`src/logic/corr_cfg_pkg.sv`:
```
package corr_cfg_pkg;

   // ------------------------------------------------------------------------
   // array geometry and accumulator sizing
   // ------------------------------------------------------------------------
   localparam int ANT_COUNT  = 24;   // antennas, one re and one im sign bit each
   localparam int PAIR_COUNT = 12;   // pairs visited per sweep
   localparam int PAIR_W     = 4;    // pair index width
   localparam int ANT_W      = 5;    // antenna index width
   localparam int ACC_W      = 8;    // small on purpose, wraps after 256 hits

   localparam logic [PAIR_W-1:0] LAST_PAIR = PAIR_W'(PAIR_COUNT - 1);

   // one table entry, antenna a against antenna b
   typedef struct packed {
      logic [ANT_W-1:0] a;
      logic [ANT_W-1:0] b;
   } ant_pair_t;

   // element i is pair i of the sweep
   localparam ant_pair_t PAIR_TABLE [PAIR_COUNT] = '{
      '{a: 5'd0,  b: 5'd1},
      '{a: 5'd0,  b: 5'd2},
      '{a: 5'd0,  b: 5'd3},
      '{a: 5'd1,  b: 5'd2},
      '{a: 5'd1,  b: 5'd3},
      '{a: 5'd2,  b: 5'd3},
      '{a: 5'd4,  b: 5'd5},
      '{a: 5'd6,  b: 5'd7},
      '{a: 5'd8,  b: 5'd9},
      '{a: 5'd10, b: 5'd11},
      '{a: 5'd12, b: 5'd23},
      '{a: 5'd16, b: 5'd20}
   };

   // ------------------------------------------------------------------------
   // data items moving through the pipeline
   // ------------------------------------------------------------------------
   typedef struct packed {
      logic [ANT_COUNT-1:0] re;   // real sign bits, bit k is antenna k
      logic [ANT_COUNT-1:0] im;   // imaginary sign bits
   } sample_t;

   typedef struct packed {
      logic [ACC_W-1:0] sin;
      logic [ACC_W-1:0] cos;
   } vis_t;

   typedef struct packed {
      logic [PAIR_W-1:0] pair;    // index into PAIR_TABLE
      logic              ar;      // real bit of antenna a
      logic              br;      // real bit of antenna b
      logic              bi;      // imaginary bit of antenna b
      logic              bank;    // visibility bank this sweep writes
      logic              first;   // first sweep into the bank, start from zero
   } pair_item_t;

   typedef struct packed {
      logic [PAIR_W-1:0] pair;
      logic              bank;
      vis_t              vis;     // running sums after this sample
   } mac_item_t;

endpackage

```
`src/logic/corr_bus_pkg.sv`:
```
package corr_bus_pkg;

   // ------------------------------------------------------------------------
   // visibility read bus
   // ------------------------------------------------------------------------
   // address layout: [4:1] pair index, [0] selects sin (1) or cos (0)
   localparam int BUS_ADDR_W = 5;

   typedef enum logic {
      BUS_READ  = 1'b0,
      BUS_WRITE = 1'b1    // acknowledged, never stored
   } bus_op_e;

   typedef struct packed {
      bus_op_e                        op;
      logic [BUS_ADDR_W-1:0]          addr;
      logic [corr_cfg_pkg::ACC_W-1:0] wdata;   // ignored by the correlator
   } bus_req_t;

   typedef struct packed {
      logic [corr_cfg_pkg::ACC_W-1:0] rdata;
   } bus_rsp_t;

endpackage

```
`src/logic/pair_select.sv`:
```
`timescale 1ns/1ps

module pair_select (
   input  logic                     clk_x,
   input  logic                     rst,
   input  corr_cfg_pkg::sample_t    sample_i,
   input  logic                     sample_valid_i,
   output logic                     sample_ready_o,
   input  logic                     swap_i,       // one-cycle bank swap request
   output corr_cfg_pkg::pair_item_t item_o,
   output logic                     item_valid_o
);

   typedef enum logic {
      IDLE,
      SWEEP
   } state_e;

   state_e                          state_q;
   corr_cfg_pkg::sample_t           sample_q;     // word being swept
   logic [corr_cfg_pkg::PAIR_W-1:0] pair_q;
   logic                            swap_pend_q;
   logic                            bank_q;       // bank of the sweep in progress
   logic                            first_q;
   logic                            last_pair;
   logic                            boundary;
   logic                            take;
   logic                            do_swap;
   corr_cfg_pkg::ant_pair_t         pair_sel;

   assign last_pair      = (state_q == SWEEP) && (pair_q == corr_cfg_pkg::LAST_PAIR);
   assign boundary       = (state_q == IDLE) || last_pair;   // next sweep may start
   assign sample_ready_o = boundary;
   assign take           = sample_valid_i && boundary;
   assign do_swap        = boundary && (swap_pend_q || swap_i);
   assign pair_sel       = corr_cfg_pkg::PAIR_TABLE[pair_q];

   // ------------------------------------------------------------------------
   // sweep sequencer and bank bookkeeping
   // ------------------------------------------------------------------------
   always_ff @(posedge clk_x) begin
      if (rst) begin
         state_q     <= IDLE;
         pair_q      <= '0;
         swap_pend_q <= 1'b0;
         bank_q      <= 1'b0;
         first_q     <= 1'b1;        // accumulators hold junk after reset
      end else begin
         if (take) begin
            state_q <= SWEEP;          // back to back, no gap after pair 11
            pair_q  <= '0;
         end else if (last_pair) begin
            state_q <= IDLE;
            pair_q  <= '0;
         end else if (state_q == SWEEP) begin
            pair_q <= pair_q + 1'b1;
         end

         if (do_swap) begin
            swap_pend_q <= 1'b0;
            bank_q      <= ~bank_q;
            first_q     <= 1'b1;       // new bank counts from zero
         end else begin
            if (swap_i)
               swap_pend_q <= 1'b1;    // wait for the sweep to finish
            if (last_pair)
               first_q <= 1'b0;
         end
      end
   end

   always_ff @(posedge clk_x) begin
      if (take)
         sample_q <= sample_i;
   end

   // item register, the bank tag goes out every cycle so idle slots carry flips
   always_ff @(posedge clk_x) begin
      if (rst) begin
         item_o       <= '0;
         item_valid_o <= 1'b0;
      end else begin
         item_valid_o <= (state_q == SWEEP);
         item_o.pair  <= pair_q;
         item_o.ar    <= sample_q.re[pair_sel.a];
         item_o.br    <= sample_q.re[pair_sel.b];
         item_o.bi    <= sample_q.im[pair_sel.b];
         item_o.bank  <= bank_q;
         item_o.first <= first_q;
      end
   end

   // pair indices stay in the table
   assert property (@(posedge clk_x) disable iff (rst)
      item_valid_o |-> item_o.pair <= corr_cfg_pkg::LAST_PAIR);

endmodule

```
`src/logic/cos_sin_mac.sv`:
```
`timescale 1ns/1ps

module cos_sin_mac (
   input  logic                     clk_x,
   input  logic                     rst,
   input  corr_cfg_pkg::pair_item_t item_i,
   input  logic                     item_valid_i,
   output corr_cfg_pkg::mac_item_t  mac_o,
   output logic                     mac_valid_o,
   output logic                     overflow_cos_o,   // sticky
   output logic                     overflow_sin_o    // sticky
);

   // ------------------------------------------------------------------------
   // accumulator memory, one vis_t per pair
   // ------------------------------------------------------------------------
   corr_cfg_pkg::vis_t       acc_mem [corr_cfg_pkg::PAIR_COUNT];

   corr_cfg_pkg::pair_item_t rd_item_q;   // item waiting on its memory read
   logic                     rd_valid_q;
   corr_cfg_pkg::vis_t       rd_acc_q;    // old sums, or zero on a first sweep
   logic                     cos_hit;
   logic                     sin_hit;
   corr_cfg_pkg::vis_t       sum;

   // cycle 1 -----------------------------------------------------------------
   always_ff @(posedge clk_x) begin
      if (rst) begin
         rd_item_q  <= '0;
         rd_valid_q <= 1'b0;
      end else begin
         rd_item_q  <= item_i;         // bank tag moves on idle cycles too
         rd_valid_q <= item_valid_i;
      end
   end

   always_ff @(posedge clk_x) begin
      if (item_valid_i) begin
         if (item_i.first)
            rd_acc_q <= '0;            // clear on the new period
         else
            rd_acc_q <= acc_mem[item_i.pair];
      end
   end

   // cycle 2 -----------------------------------------------------------------
   // a one-bit sign product is just an xnor of the two bits
   assign cos_hit = rd_item_q.ar ~^ rd_item_q.br;
   assign sin_hit = rd_item_q.ar ~^ rd_item_q.bi;

   assign sum.cos = rd_acc_q.cos + cos_hit;   // wraps mod 2^ACC_W
   assign sum.sin = rd_acc_q.sin + sin_hit;

   always_ff @(posedge clk_x) begin
      if (rd_valid_q)
         acc_mem[rd_item_q.pair] <= sum;      // write-back
   end

   always_ff @(posedge clk_x) begin
      if (rst) begin
         mac_o       <= '0;
         mac_valid_o <= 1'b0;
      end else begin
         mac_valid_o <= rd_valid_q;
         mac_o.pair  <= rd_item_q.pair;
         mac_o.bank  <= rd_item_q.bank;
         mac_o.vis   <= sum;
      end
   end

   // overflow flags ----------------------------------------------------------
   always_ff @(posedge clk_x) begin
      if (rst) begin
         overflow_cos_o <= 1'b0;
         overflow_sin_o <= 1'b0;
      end else if (rd_valid_q) begin
         if (cos_hit && (rd_acc_q.cos == '1))
            overflow_cos_o <= 1'b1;   // all ones plus one is a wrap
         if (sin_hit && (rd_acc_q.sin == '1))
            overflow_sin_o <= 1'b1;
      end
   end

   // the read of a new item never hits the entry written back this cycle,
   // needs PAIR_COUNT larger than the read to write-back distance
   assert property (@(posedge clk_x) disable iff (rst)
      item_valid_i && rd_valid_q |-> item_i.pair != rd_item_q.pair);

endmodule

```
`src/logic/vis_bank.sv`:
```
`timescale 1ns/1ps

module vis_bank (
   input  logic                    clk_x,
   input  logic                    rst,
   input  corr_cfg_pkg::mac_item_t mac_i,
   input  logic                    mac_valid_i,
   input  corr_bus_pkg::bus_req_t  bus_req_i,
   input  logic                    bus_req_valid_i,
   output logic                    bus_req_ready_o,
   output corr_bus_pkg::bus_rsp_t  bus_rsp_o,
   output logic                    bus_rsp_valid_o,
   input  logic                    bus_rsp_ready_i
);

   // ------------------------------------------------------------------------
   // two-bank visibility memory
   // ------------------------------------------------------------------------
   corr_cfg_pkg::vis_t              vis_mem [2][corr_cfg_pkg::PAIR_COUNT];

   logic                            active_q;      // bank the pipeline now feeds
   logic [corr_cfg_pkg::PAIR_W-1:0] rd_pair;
   logic                            rd_in_range;
   logic                            req_take;
   corr_cfg_pkg::vis_t              rd_vis;
   logic [corr_cfg_pkg::ACC_W-1:0]  rd_word;

   always_ff @(posedge clk_x) begin
      if (mac_valid_i)
         vis_mem[mac_i.bank][mac_i.pair] <= mac_i.vis;
   end

   // follows the tag of the latest item, which also arrives on idle slots,
   // so a swap shows here right after the old sweep's final write
   always_ff @(posedge clk_x) begin
      if (rst)
         active_q <= 1'b0;
      else
         active_q <= mac_i.bank;
   end

   // ------------------------------------------------------------------------
   // bus read port, always from the inactive bank
   // ------------------------------------------------------------------------
   assign rd_pair     = bus_req_i.addr[corr_bus_pkg::BUS_ADDR_W-1:1];
   assign rd_in_range = rd_pair < corr_cfg_pkg::PAIR_COUNT;
   assign rd_vis      = vis_mem[~active_q][rd_pair];

   always_comb begin
      rd_word = '0;                  // writes and unused pairs read as zero
      if ((bus_req_i.op == corr_bus_pkg::BUS_READ) && rd_in_range) begin
         if (bus_req_i.addr[0])
            rd_word = rd_vis.sin;
         else
            rd_word = rd_vis.cos;
      end
   end

   // a held response blocks new requests
   assign bus_req_ready_o = !bus_rsp_valid_o || bus_rsp_ready_i;
   assign req_take        = bus_req_valid_i && bus_req_ready_o;

   always_ff @(posedge clk_x) begin
      if (rst)
         bus_rsp_valid_o <= 1'b0;
      else if (req_take)
         bus_rsp_valid_o <= 1'b1;    // one cycle after the request
      else if (bus_rsp_ready_i)
         bus_rsp_valid_o <= 1'b0;
   end

   always_ff @(posedge clk_x) begin
      if (req_take)
         bus_rsp_o.rdata <= rd_word;
   end

   // response holds still under back-pressure
   assert property (@(posedge clk_x) disable iff (rst)
      bus_rsp_valid_o && !bus_rsp_ready_i
      |=> bus_rsp_valid_o && $stable(bus_rsp_o));

endmodule

```
`src/logic/correlator_top.sv`:
```
`timescale 1ns/1ps

module correlator_top (
   input  logic                   clk_x,
   input  logic                   rst,
   input  corr_cfg_pkg::sample_t  sample_i,
   input  logic                   sample_valid_i,
   output logic                   sample_ready_o,
   input  logic                   swap_i,
   input  corr_bus_pkg::bus_req_t bus_req_i,
   input  logic                   bus_req_valid_i,
   output logic                   bus_req_ready_o,
   output corr_bus_pkg::bus_rsp_t bus_rsp_o,
   output logic                   bus_rsp_valid_o,
   input  logic                   bus_rsp_ready_i,
   output logic                   overflow_cos_o,
   output logic                   overflow_sin_o
);

   corr_cfg_pkg::pair_item_t item;        // stage 1 to stage 2
   logic                     item_valid;
   corr_cfg_pkg::mac_item_t  mac;         // stage 2 to stage 3
   logic                     mac_valid;

   // ------------------------------------------------------------------------
   // three stage pipeline, no back-pressure between stages
   // ------------------------------------------------------------------------
   pair_select pair_select_i (
      .clk_x          (clk_x),
      .rst            (rst),
      .sample_i       (sample_i),
      .sample_valid_i (sample_valid_i),
      .sample_ready_o (sample_ready_o),
      .swap_i         (swap_i),
      .item_o         (item),
      .item_valid_o   (item_valid)
   );

   cos_sin_mac cos_sin_mac_i (
      .clk_x          (clk_x),
      .rst            (rst),
      .item_i         (item),
      .item_valid_i   (item_valid),
      .mac_o          (mac),
      .mac_valid_o    (mac_valid),
      .overflow_cos_o (overflow_cos_o),
      .overflow_sin_o (overflow_sin_o)
   );

   vis_bank vis_bank_i (
      .clk_x           (clk_x),
      .rst             (rst),
      .mac_i           (mac),
      .mac_valid_i     (mac_valid),
      .bus_req_i       (bus_req_i),
      .bus_req_valid_i (bus_req_valid_i),
      .bus_req_ready_o (bus_req_ready_o),
      .bus_rsp_o       (bus_rsp_o),
      .bus_rsp_valid_o (bus_rsp_valid_o),
      .bus_rsp_ready_i (bus_rsp_ready_i)
   );

endmodule

```
`config.mk`:
```
export PLATFORM = sky130hd
export DESIGN_NAME = correlator_top
export DESIGN_NICKNAME = d
export VERILOG_FILES = /design/src/logic/corr_cfg_pkg.sv /design/src/logic/corr_bus_pkg.sv /design/src/logic/pair_select.sv /design/src/logic/cos_sin_mac.sv /design/src/logic/vis_bank.sv /design/src/logic/correlator_top.sv
export SDC_FILE = /design/constraint.sdc
export NUM_CORES = 1
export LEC_CHECK = 0
export ABC_AREA = 1
export BUFFER_PORTS_ARGS = -buffer_cell sky130_fd_sc_hd__buf_2
export CAP_MARGIN = 20
export CORE_MARGIN = 2
export CORE_UTILIZATION = 60
export DETAILED_ROUTE_END_ITERATION = 8
export PLACE_DENSITY = 0.82
export SYNTH_ARGS = -nofsm -noshare
export SYNTH_HDL_FRONTEND = slang
export SYNTH_SLANG_ARGS = --single-unit
```
`constraint.sdc`:
```
create_clock -name clk_x -period 4.4 [get_ports clk_x]
set_input_delay 0.44 -clock clk_x [delete_from_list [all_inputs] [get_ports clk_x]]
set_output_delay 0.44 -clock clk_x [all_outputs]
set_load 0.03 [all_outputs]
```
== After elaboration in Yosys (flattened, before gate mapping) ==
Memory sizes are Yosys's and may differ from the RTL's. A register that Yosys moved wholly into a read port is not among the register bits.
Index checks and enable logic that the tools add are counted.

* Bits in writable memories: 576
* Register bits: 109
* Output and inout bits: 13
* Memories: 3
* Memory bits (read-only): 160
* Logic and storage cells: 95

* Add/subtract/negate cells: 3
* Bitwise gates (word level): 9
* Magnitude comparators: 7
* Muxes and demuxes: 22
* Reduce and logical (&&, ||, !) cells: 18
* Equality and inequality tests: 3

{| class="wikitable"
|+ Memory list
! name !! depth !! bits a word !! rd ports !! clocked after memory_dff !! write ports !! line !! RTL
|-
| vis_bank_i.vis_mem || 2 || 192 || 1 || 0 || 1 || vis_bank.sv:19 || <nowiki>corr_cfg_pkg::vis_t vis_mem [2][corr_cfg_pkg::PAIR_COUNT];</nowiki>
|-
| cos_sin_mac_i.acc_mem || 12 || 16 || 1 || 1 || 1 || cos_sin_mac.sv:17 || <nowiki>corr_cfg_pkg::vis_t acc_mem [corr_cfg_pkg::PAIR_COUNT];</nowiki>
|-
| (no name shown) || 16 || 10 || 1 || 0 || 0 || pair_select.sv:36 || <nowiki>assign pair_sel = corr_cfg_pkg::PAIR_TABLE[pair_q];</nowiki>
|}

{| class="wikitable"
|+ Operators with widths
! cell !! number
|-
| 2-to-1 mux 192 bit || 1
|-
| binary-select mux 16 bit (select 4 bit) || 1
|-
| demux 16 bit (select 4 bit) || 1
|-
| 2-to-1 mux 16 bit || 3
|-
| 2-to-1 mux 10 bit || 2
|-
| adder 8 x 1 -> 8 bit || 2
|-
| equality test 8 bit, second input constant || 2
|-
| binary-select mux 1 bit (select 5 bit) || 3
|-
| >= comparator 5 bit, second input constant || 3
|-
| inverter 4 -> 5 bit || 3
|-
| < comparator 5 x 6 -> 1 bit, second input constant || 2
|-
| 2-to-1 mux 1 bit || 10
|-
| logical AND 1 bit || 8
|-
| 2-to-1 mux 8 bit || 1
|-
| < comparator 5 x 1 -> 1 bit, second input constant || 1
|-
| adder 4 x 1 -> 4 bit, second input constant || 1
|-
| equality test 4 bit, second input constant || 1
|-
| < comparator 4 bit, second input constant || 1
|-
| inverter 1 bit || 4
|-
| AND reduction 2 bit || 2
|-
| nonzero test 2 bit || 2
|-
| logical OR 1 bit || 3
|-
| OR reduction 3 bit || 1
|-
| OR reduction 2 bit || 1
|-
| 2 further kinds || 3
|}

== Longest topological paths before layout ==
Gate-level depths: netlist (run 1).

* Word-level depth: 6
* Depth in mapped cells: 13

== Hierarchy ==
From an unflattened synthesis (run 1), not the netlist that was laid out.

* Cells, all modules: 2472
* Area total of the unflattened synthesis: 28168.3 sq um

{| class="wikitable"
|+ By module, submodules not included
! module !! cells an instance !! seq. area each (sq um) !! area each (sq um) !! times used
|-
| vis_bank || 1329 || 11811.3 || 15881.5 || 1
|-
| cos_sin_mac || 849 || 6906.6 || 9561.7 || 1
|-
| pair_select || 294 || 1561.5 || 2725.1 || 1
|}

== Worst setup path before layout (run 1) ==
No wires, ideal clock.

* Path kind: reg-to-reg
* Start point: register pair_select_i.pair_q[0] (netlist name)
* End point: register pair_select_i.sample_q[0] (netlist name) (enable)
* Slack: 1.333 ns
* Buffers on the path: 0
* Arrival: 2.628 ns
* Stages on the path, launching flop included: 6
* Cells stage by stage: dfxtp_1 > ha_1 > nand2_1 > inv_1 > a21oi_1 > nor2_1

* Word-level cells in the longest chain between the ends: 4

{| class="wikitable"
|+ Ends and longest elaborated chain
! what !! line !! RTL
|-
| start: declaration || pair_select.sv:21 || <nowiki>logic [corr_cfg_pkg::PAIR_W-1:0] pair_q;</nowiki>
|-
| start signal: assignment || pair_select.sv:56 || <nowiki>pair_q <= pair_q + 1'b1;</nowiki>
|-
| equality test 4 bit || pair_select.sv:31 || <nowiki>assign last_pair = (state_q == SWEEP) && (pair_q == corr_cfg_pkg::LAST_PAIR);</nowiki>
|-
| logical AND 1 bit || pair_select.sv:31 ||
|-
| logical OR 1 bit || pair_select.sv:32 || <nowiki>assign boundary = (state_q == IDLE) || last_pair;</nowiki>
|-
| logical AND 1 bit || pair_select.sv:34 || <nowiki>assign take = sample_valid_i && boundary;</nowiki>
|-
| net pair_select_i.take || pair_select.sv:27 || <nowiki>logic take;</nowiki>
|-
| end signal: assignment || pair_select.sv:74 || <nowiki>sample_q <= sample_i;</nowiki>
|-
| end: declaration || pair_select.sv:20 || <nowiki>corr_cfg_pkg::sample_t sample_q;</nowiki>
|}

The timed path passes the listed nets, and every way through them passes these cells.
A chain may end at the register's enable or synchronous reset.

==> results.py, run 1 <==
metrics = {
    "layout": {
        "drive_above_1_share_pct": 11.0,
        "final_cell_area_mm2": 0.0308,
        "areaGrowthSynthToFinish_pct": 11.7,
        "nets": 2413,
        "diodes": 0,
    },
    "critical_path": {
        "path_cells": "xnor2_1 -> ha_1 -> nand3_1 -> nor2_1 -> nand4_1 -> xor2_1 -> inv_1 -> nor2_1",
        "cp-end-kind": "flip-flop",
        "critPathMaxFanout": 13,
        "start_kind": "flip-flop",
        "slowest_stage": "xor2_1",
        "r2r_slack_ps": 1780,
        "path_delay_family": "XOR/XNOR gates",
        "rr_startpoint": "cos_sin_mac_i.rd_item_q[4]$_SDFF_PP0_",
        "crit_top_cell": "nor2_1",
        "crit_cells": 8,
        "crit_buf_inv": 1,
        "ff2ff_path_depth": 8,
        "crit_type": "reg -> reg",
        "cpPeakStageDelay_ps": 690,
        "cp.required_ps": 4920,
        "startpoint": "cos_sin_mac_i.rd_item_q[4]$_SDFF_PP0_",
        "crit_end": "cos_sin_mac_i.mac_o[7]$_SDFF_PP0_",
        "crit_arrival_ps": 3140,
        "reg2reg_to": "cos_sin_mac_i.mac_o[7]$_SDFF_PP0_",
    },
    "clocking": {
        "cts_buffers": 68,
        "clkLatencyLatePin_ps": 600,
        "cts-root-buf": "clkbuf_16",
        "postCtsHoldBufs": 0,
        "path_clk_slew_ps": 60,
        "cts_setup_buffers": 0,
        "cts_max_level": 3,
        "clockBufferDepth": 3,
        "cts_tree": "built",
        "cts.sinks": 693,
        "cts-resized-gates": 0,
    },
    "grt": {
        "grt_start_max_net_pins": 127,
        "overflow": 0,
        "antenna_found_initial": 0,
        "grt_pass1_wl_mm": 97.6,
        "grt_pass1_vias": 17900,
        "track_usage_pct": 27.1,
    },
    "pwr": {
        "sw_frac_of_total_pct": 20.8,
        "p_total_mw": 13.6,
        "power.switching_mw": 2.84,
        "vdd_ir_drop_max_v": 0.000395,
        "p_clk_share_pct": 42.4,
        "sequentialPowerShare_pct": 54.1,
        "p_leak_nw": 11.1,
        "power.density_mw_per_mm2": 443,
        "pwr-share-comb_pct": 3.6,
        "p_int_mw": 10.8,
    },
    "floorplan": {
        "die_area_mm2": 0.0477,
        "core.rowCount": 78,
        "ios": 81,
        "die_y_um": 218,
        "core_mm2": 0.0454,
        "initial_utilization_pct": 60.8,
        "die_w_um": 218,
    },
    "synthesis": {
        "avgSynthCellArea_um2": 12.1,
        "netlist_instances": 2276,
        "synthAdderAreaFrac_pct": 0.499,
        "synth_nets": 2355,
        "synth.cell_area_mm2": 0.0276,
        "yosys_warnings": 0,
        "synth.yosys.seq_area_share_pct": 73.5,
        "synth_compound_area_share_pct": 4.41,
        "synth-simple-area-share_pct": 17.6,
        "synth_top_family_by_area": "simple AND/OR/NAND/NOR gates",
        "synth_top_area_share_pct": 69.6,
        "synth_area_leaders": "edfxtp_1 70%, nand2_1 7.0%, nand3_1 6.8%, dfxtp_1 3.8%, nor2_1 2.6%",
        "synth_seq_cells": 693,
        "ys_types": 40,
        "synthXorXnorAreaFrac_pct": 0.317,
        "synth_mux_area_share_pct": 0,
        "synth_area_leader_cell": "edfxtp_1",
    },
    "place": {
        "port_buffers": 64,
        "gp_congestion": 0.841,
        "dpl_cell_area_mm2": 0.0285,
        "dp_hpwl_mm": 35.1,
    },
    "sta": {
        "fmax_ghz": 0.381,
        "fin_crit_ps": 2620,
        "hold_viol": 0,
        "tightest_slew_ps": 1080,
        "slew_headroom_pct": 27.9,
        "tns_ps": 0,
        "grt_setup_unrepaired": "no",
        "skew_ps": 37.5,
        "fin_crit_sh_pct": 59.6,
        "setup_violations": 0,
        "slew_violations": 0,
    },
    "outcome": {
        "outcome": "completed",
    },
    "route": {
        "drt-pass1-iter-count": 6,
        "wl_mm": 63.8,
        "vias": 18100,
        "antenna_left": 0,
        "drt-initial-drc-count": 2244,
        "routedWlPerCell_um": 21.4,
        "drc": 0,
        "viasPerCell": 6.05,
    },
    "worst_hold_path": {
        "min_delay_path_depth": 1,
        "hold_path.class": "in -> reg",
    },
    "flow_run": {
        "cap_violations": 0,
    },
}
==> area by class of cell <==
type                    count  area [um^2]
clock buffers              92         1930
clock inverters            34          324
fillers                  2973        14600
inverters                  91          360
multi-input cells        1362         6380
flip-flops and latches    693        20300
well taps                 600          751
repair buffers            118          793
==> cells in the final DEF, fill, tap and decap left out, types with 36 or more instances in the layout <==
master,instances
dfxtp_1,51
nand2_1,512
buf_4,51
clkbuf_16,73
o22ai_1,36
inv_1,81
nand3_1,375
edfxtp_1,640
buf_2,63
nor2_1,181
o21ai_0,105
==> synth_stat cells, drive strengths merged <==
cell / instances
xor2: 7
buf: 90
a21oi: 14
or2: 3
ha: 11
o21ai: 115
nor4: 1
o211ai: 6
a21boi: 8
a31oi: 18
nand3: 377
o221ai: 12
nor4b: 1
nor2: 192
a21o: 1
clkbuf: 40
inv: 90
edfxtp: 640
nor3: 19
o22ai: 36
nand4: 21
nand2: 515
xnor2: 3
nand3b: 2
clkinv: 1
dfxtp: 53
==> power by group through the flow <==
stage / sequential [mW] / combinational [mW] / clock [mW]
2_1_floorplan: 7.48 / 0.310 / 0
4_1_cts: 7.38 / 0.473 / 5.83
3_5_place_dp: 7.52 / 0.469 / 0
5_1_grt: 7.38 / 0.531 / 6.09
6_report: 7.38 / 0.486 / 5.79
3_3_place_gp: 7.51 / 0.450 / 0
==> how the worst min path moves through the flow <==
stage                                           from                                    end  slack (ps)
2_1_floorplan  cos_sin_mac_i.rd_item_q[1]$_SDFF_PP0_     cos_sin_mac_i.mac_o[16]$_SDFF_PP0_         390
3_3_place_gp      pair_select_i.item_o[1]$_SDFF_PP0_  cos_sin_mac_i.rd_item_q[1]$_SDFF_PP0_         390
3_5_place_dp   cos_sin_mac_i.rd_item_q[1]$_SDFF_PP0_     cos_sin_mac_i.mac_o[16]$_SDFF_PP0_         400
4_1_cts                                 sample_i[32]   pair_select_i.sample_q[32]$_DFFE_PP_           9
5_1_grt                                  sample_i[8]    pair_select_i.sample_q[8]$_DFFE_PP_           7
6_report                                sample_i[32]   pair_select_i.sample_q[32]$_DFFE_PP_          30
==> through the flow <==
step / worst slack [ps] / hold WS [ps] / instances / utilization, %
after floorplan: 1330 / 388 / 2276 / -
after global placement: 1950 / 395 / 2861 / 62.8
after detailed placement: 1850 / 398 / 2861 / 62.8
after CTS: 1790 / 9.28 / 2987 / 67.8
after global routing: 1610 / 6.60 / 2990 / 67.9
final: 1780 / 28.8 / 2990 / 67.9
==> worst reg2reg max path, cell delays in order, from the launching register on <==
cell	delay [ps]
dfxtp_1	320
xnor2_1	450
ha_1	280
nand3_1	130
nor2_1	260
nand4_1	160
xor2_1	690
inv_1	130
nor2_1	140
==> logic make-up (layout without fill, tap and decap cells) <==
family,count (synthesis),after routing
fa+ha+maj,11,11
xor+xnor,10,10
compound gates,210,210
flops,693,693
buf+inv,221,335
simple gates,1131,1131
==> state kept, by name, indices dropped and copies added, names as in the netlist <==
| name | flops |
|---|---|
| pair_select_i.state_q | 1 |
| cos_sin_mac_i.overflow_cos_o | 1 |
| cos_sin_mac_i.rd_acc_q | 16 |
| vis_bank_i.vis_mem | 384 |
| vis_bank_i.active_q | 1 |
| cos_sin_mac_i.rd_item_q | 8 |
| pair_select_i.bank_q | 1 |
| pair_select_i.item_valid_o | 1 |
| pair_select_i.item_o | 9 |
| pair_select_i.pair_q | 4 |
| cos_sin_mac_i.mac_o | 21 |
| cos_sin_mac_i.acc_mem | 192 |
| cos_sin_mac_i.overflow_sin_o | 1 |
| cos_sin_mac_i.rd_valid_q | 1 |
| vis_bank_i.bus_rsp_valid_o | 1 |
| vis_bank_i.bus_rsp_o | 8 |
| pair_select_i.sample_q | 40 |
| cos_sin_mac_i.mac_valid_o | 1 |
| pair_select_i.swap_pend_q | 1 |
| pair_select_i.first_q | 1 |
==> per-layer routing <==
layer | routed length (um) | GRT usage [%]
met2 | 30900 | 43.7
met1 | 23900 | 35.7
met4 | 2800 | 13.5
met5 | 0 | 0
met3 | 6250 | 4.94
(Power assumes the default switching activity.)
==> inputs of run 2 (changes only) <==
--- a/config.mk
+++ b/config.mk
@@ -9,9 +9,9 @@
 export BUFFER_PORTS_ARGS = -buffer_cell sky130_fd_sc_hd__buf_2
 export CAP_MARGIN = 20
 export CORE_MARGIN = 2
-export CORE_UTILIZATION = 60
+export CORE_UTILIZATION = 56
 export DETAILED_ROUTE_END_ITERATION = 8
-export PLACE_DENSITY = 0.82
+export PLACE_DENSITY = 0.81
 export SYNTH_ARGS = -nofsm -noshare
 export SYNTH_HDL_FRONTEND = slang
 export SYNTH_SLANG_ARGS = --single-unit
==> constraint.sdc (replaced) <==
create_clock -name clk_x -period 2.25 [get_ports clk_x]
set_input_delay 0.225 -clock clk_x [delete_from_list [all_inputs] [get_ports clk_x]]
set_output_delay 0.225 -clock clk_x [all_outputs]
set_load 0.03 [all_outputs]
==> results.py, run 2 (synthesis gave the netlist of run 1 again) <==
metrics = {
    "critical_path": {
        "critPathMaxFanout": 7,
        "start_kind": "flip-flop",
        "slowest_stage": "dfxtp_2",
        "crit_type": "reg -> out",
        "path_cells": "ha_1 -> nand2_1 -> inv_1 -> a21oi_4 -> inv_1 -> buf_2",
        "cpPeakStageDelay_ps": 410,
        "crit_buf_inv": 3,
        "ff2ff_path_depth": 7,
        "path_delay_family": "buffers and inverters",
        "crit_arrival_ps": 1900,
        "cp-end-kind": "primary output",
        "reg2reg_to": "cos_sin_mac_i.acc_mem[10][5]$_DFFE_PP_",
        "crit_top_cell": "inv_1",
        "cp.required_ps": 2030,
        "rr_startpoint": "cos_sin_mac_i.rd_item_q[4]$_SDFF_PP0_",
        "r2r_slack_ps": 180,
    },
    "layout": {
        "fin_util_pct": 65.5,
        "reg_top3": "vis_bank_i.vis_mem x384, cos_sin_mac_i.acc_mem x192, pair_select_i.sample_q x40",
        "nets": 2506,
        "final_cell_area_mm2": 0.0319,
        "regMostFlops": "vis_bank_i.vis_mem",
        "largest_reg_flops": 384,
        "diodes": 0,
        "areaGrowthSynthToFinish_pct": 15.6,
        "final_common_cell": "edfxtp_1",
        "drive_above_1_share_pct": 12.6,
        "fin_cells": 3147,
        "mostFrequentLayoutCells": "640 x edfxtp_1, 512 x nand2_1, 375 x nand3_1, 185 x nor2_1, 105 x o21ai_0",
    },
    "clocking": {
        "clockBufferDepth": 3,
        "cts_max_level": 3,
        "clkLatencyLatePin_ps": 610,
        "cts_setup_buffers": 0,
        "cts-root-buf": "clkbuf_16",
        "path_clk_slew_ps": 60,
        "cts.sinks": 693,
        "cts_buffers": 70,
        "cts_tree": "built",
    },
    "route": {
        "drc": 0,
        "wl_met2_mm": 33.4,
        "dr_wl_met3_mm": 7.29,
        "routedWlPerCell_um": 21.7,
        "wl_mm": 68.3,
        "wl_met1_mm": 25.0,
        "viasPerCell": 5.96,
        "antenna_left": 0,
        "top_layer": "met5",
        "drt-initial-drc-count": 2555,
        "vias": 18800,
        "drt-pass1-iter-count": 8,
    },
    "sta": {
        "fmax_ghz": 0.471,
        "setup_violations": 0,
        "timing.hold.ws_ps": 152,
        "slew_headroom_pct": 30.9,
        "timing.final.ws_setup_ps": 126,
        "hold_viol": 0,
        "fin_crit_ps": 2120,
        "grt_setup_unrepaired": "no",
        "tightest_slew_ps": 1040,
        "slew_violations": 0,
        "tns_ps": 0,
        "fin_crit_sh_pct": 94.4,
        "skew_ps": 17.0,
    },
    "grt": {
        "track_usage_pct": 27.0,
        "grt_pass1_wl_mm": 103,
        "grt_pass1_vias": 18700,
        "grt_start_max_net_pins": 97,
        "antenna_found_initial": 3,
        "overflow": 0,
    },
    "floorplan": {
        "initial_utilization_pct": 56.6,
        "core.rowCount": 81,
        "die_y_um": 226,
        "ios": 81,
        "die_area_mm2": 0.0511,
        "die_w_um": 226,
        "core_mm2": 0.0487,
    },
    "place": {
        "place_inst": 2973,
        "dpl_cell_area_mm2": 0.0291,
        "dp_slack_ps": 61.3,
        "gp_congestion": 0.904,
        "port_buffers": 64,
        "dp_hpwl_mm": 38.1,
    },
    "outcome": {
        "outcome": "completed",
    },
    "pwr": {
        "p_leak_nw": 11.6,
        "vdd_ir_drop_max_v": 0.000654,
        "p_total_mw": 27.1,
        "power.density_mw_per_mm2": 851,
    },
    "worst_hold_path": {
        "min_from": "bus_req_i[8]",
        "hold_path.class": "in -> reg",
        "min_to": "vis_bank_i.bus_rsp_o[0]$_SDFFCE_PN0P_",
        "min_delay_path_depth": 3,
    },
    "flow_run": {
        "cap_violations": 0,
    },
}
[run 2: changes by cell type in the layout (fill, tap and decap cells not counted), moves of 4 or more]
cell,before,now
buf_4,51,84
nor2_2,10,6
clkinv_1,11,7
dlygate4sd3_1,0,46
nor2_1,181,185
buf_12,2,16
[run 2: worst max path at each step]
stage,endpoint,startpoint,cells past startpoint,slack [ps]
floorplan,vis_bank_i.vis_mem[1][112]$_DFFE_PP_,cos_sin_mac_i.mac_o[16]$_SDFF_PP0_,3,30
global placement,cos_sin_mac_i.acc_mem[6][4]$_DFFE_PP_,cos_sin_mac_i.rd_item_q[4]$_SDFF_PP0_,7,190
detailed placement,cos_sin_mac_i.acc_mem[10][15]$_DFFE_PP_,cos_sin_mac_i.rd_item_q[4]$_SDFF_PP0_,6,60
CTS,sample_ready_o,pair_select_i.pair_q[0]$_SDFFE_PP0P_,6,3
global route,cos_sin_mac_i.mac_o[15]$_SDFF_PP0_,cos_sin_mac_i.rd_item_q[4]$_SDFF_PP0_,8,6
finish,sample_ready_o,pair_select_i.pair_q[0]$_SDFFE_PP0P_,6,130
[run 2: what timing repair did]
action,CTS,global route
hold buffers,46,0
gates resized for setup,1,7
endpoints found under the setup margin,1,27
endpoints found under the hold margin,50,0
pin swaps,0,0
[run 2: area by class of cell]
class	instances	area, um^2
Inverter	91	358
Clock inverter	32	329
Timing Repair Buffer	209	1730
Clock buffer	96	1980
Sequential cell	693	20300
Tap cell	664	831
Multi-Input combinational cell	1362	6400
Fill cell	3285	16800
[run 2: worst min-delay path: stages]
cell,delay (ps)
buf_2,180
nand4_1,120
a21boi_1,60
[run 2: routing by layer]
| layer | global-route usage [%] | up-vias |
|---|---|---|
| met4 | 11.2 | 4 |
| met1 | 34.2 | 9036 |
| li1 | - | 8389 |
| met3 | 5.98 | 203 |
| met5 | 0 | - |
| met2 | 45.3 | 1133 |
[run 2: where the power goes]
group          switching (mW)  internal, mW  leakage (nW)  total [mW]
Combinational           0.800         0.376          4.20        1.18
Sequential              0.120          14.2          6.28        14.3
Clock                    4.75          6.87          1.13        11.6
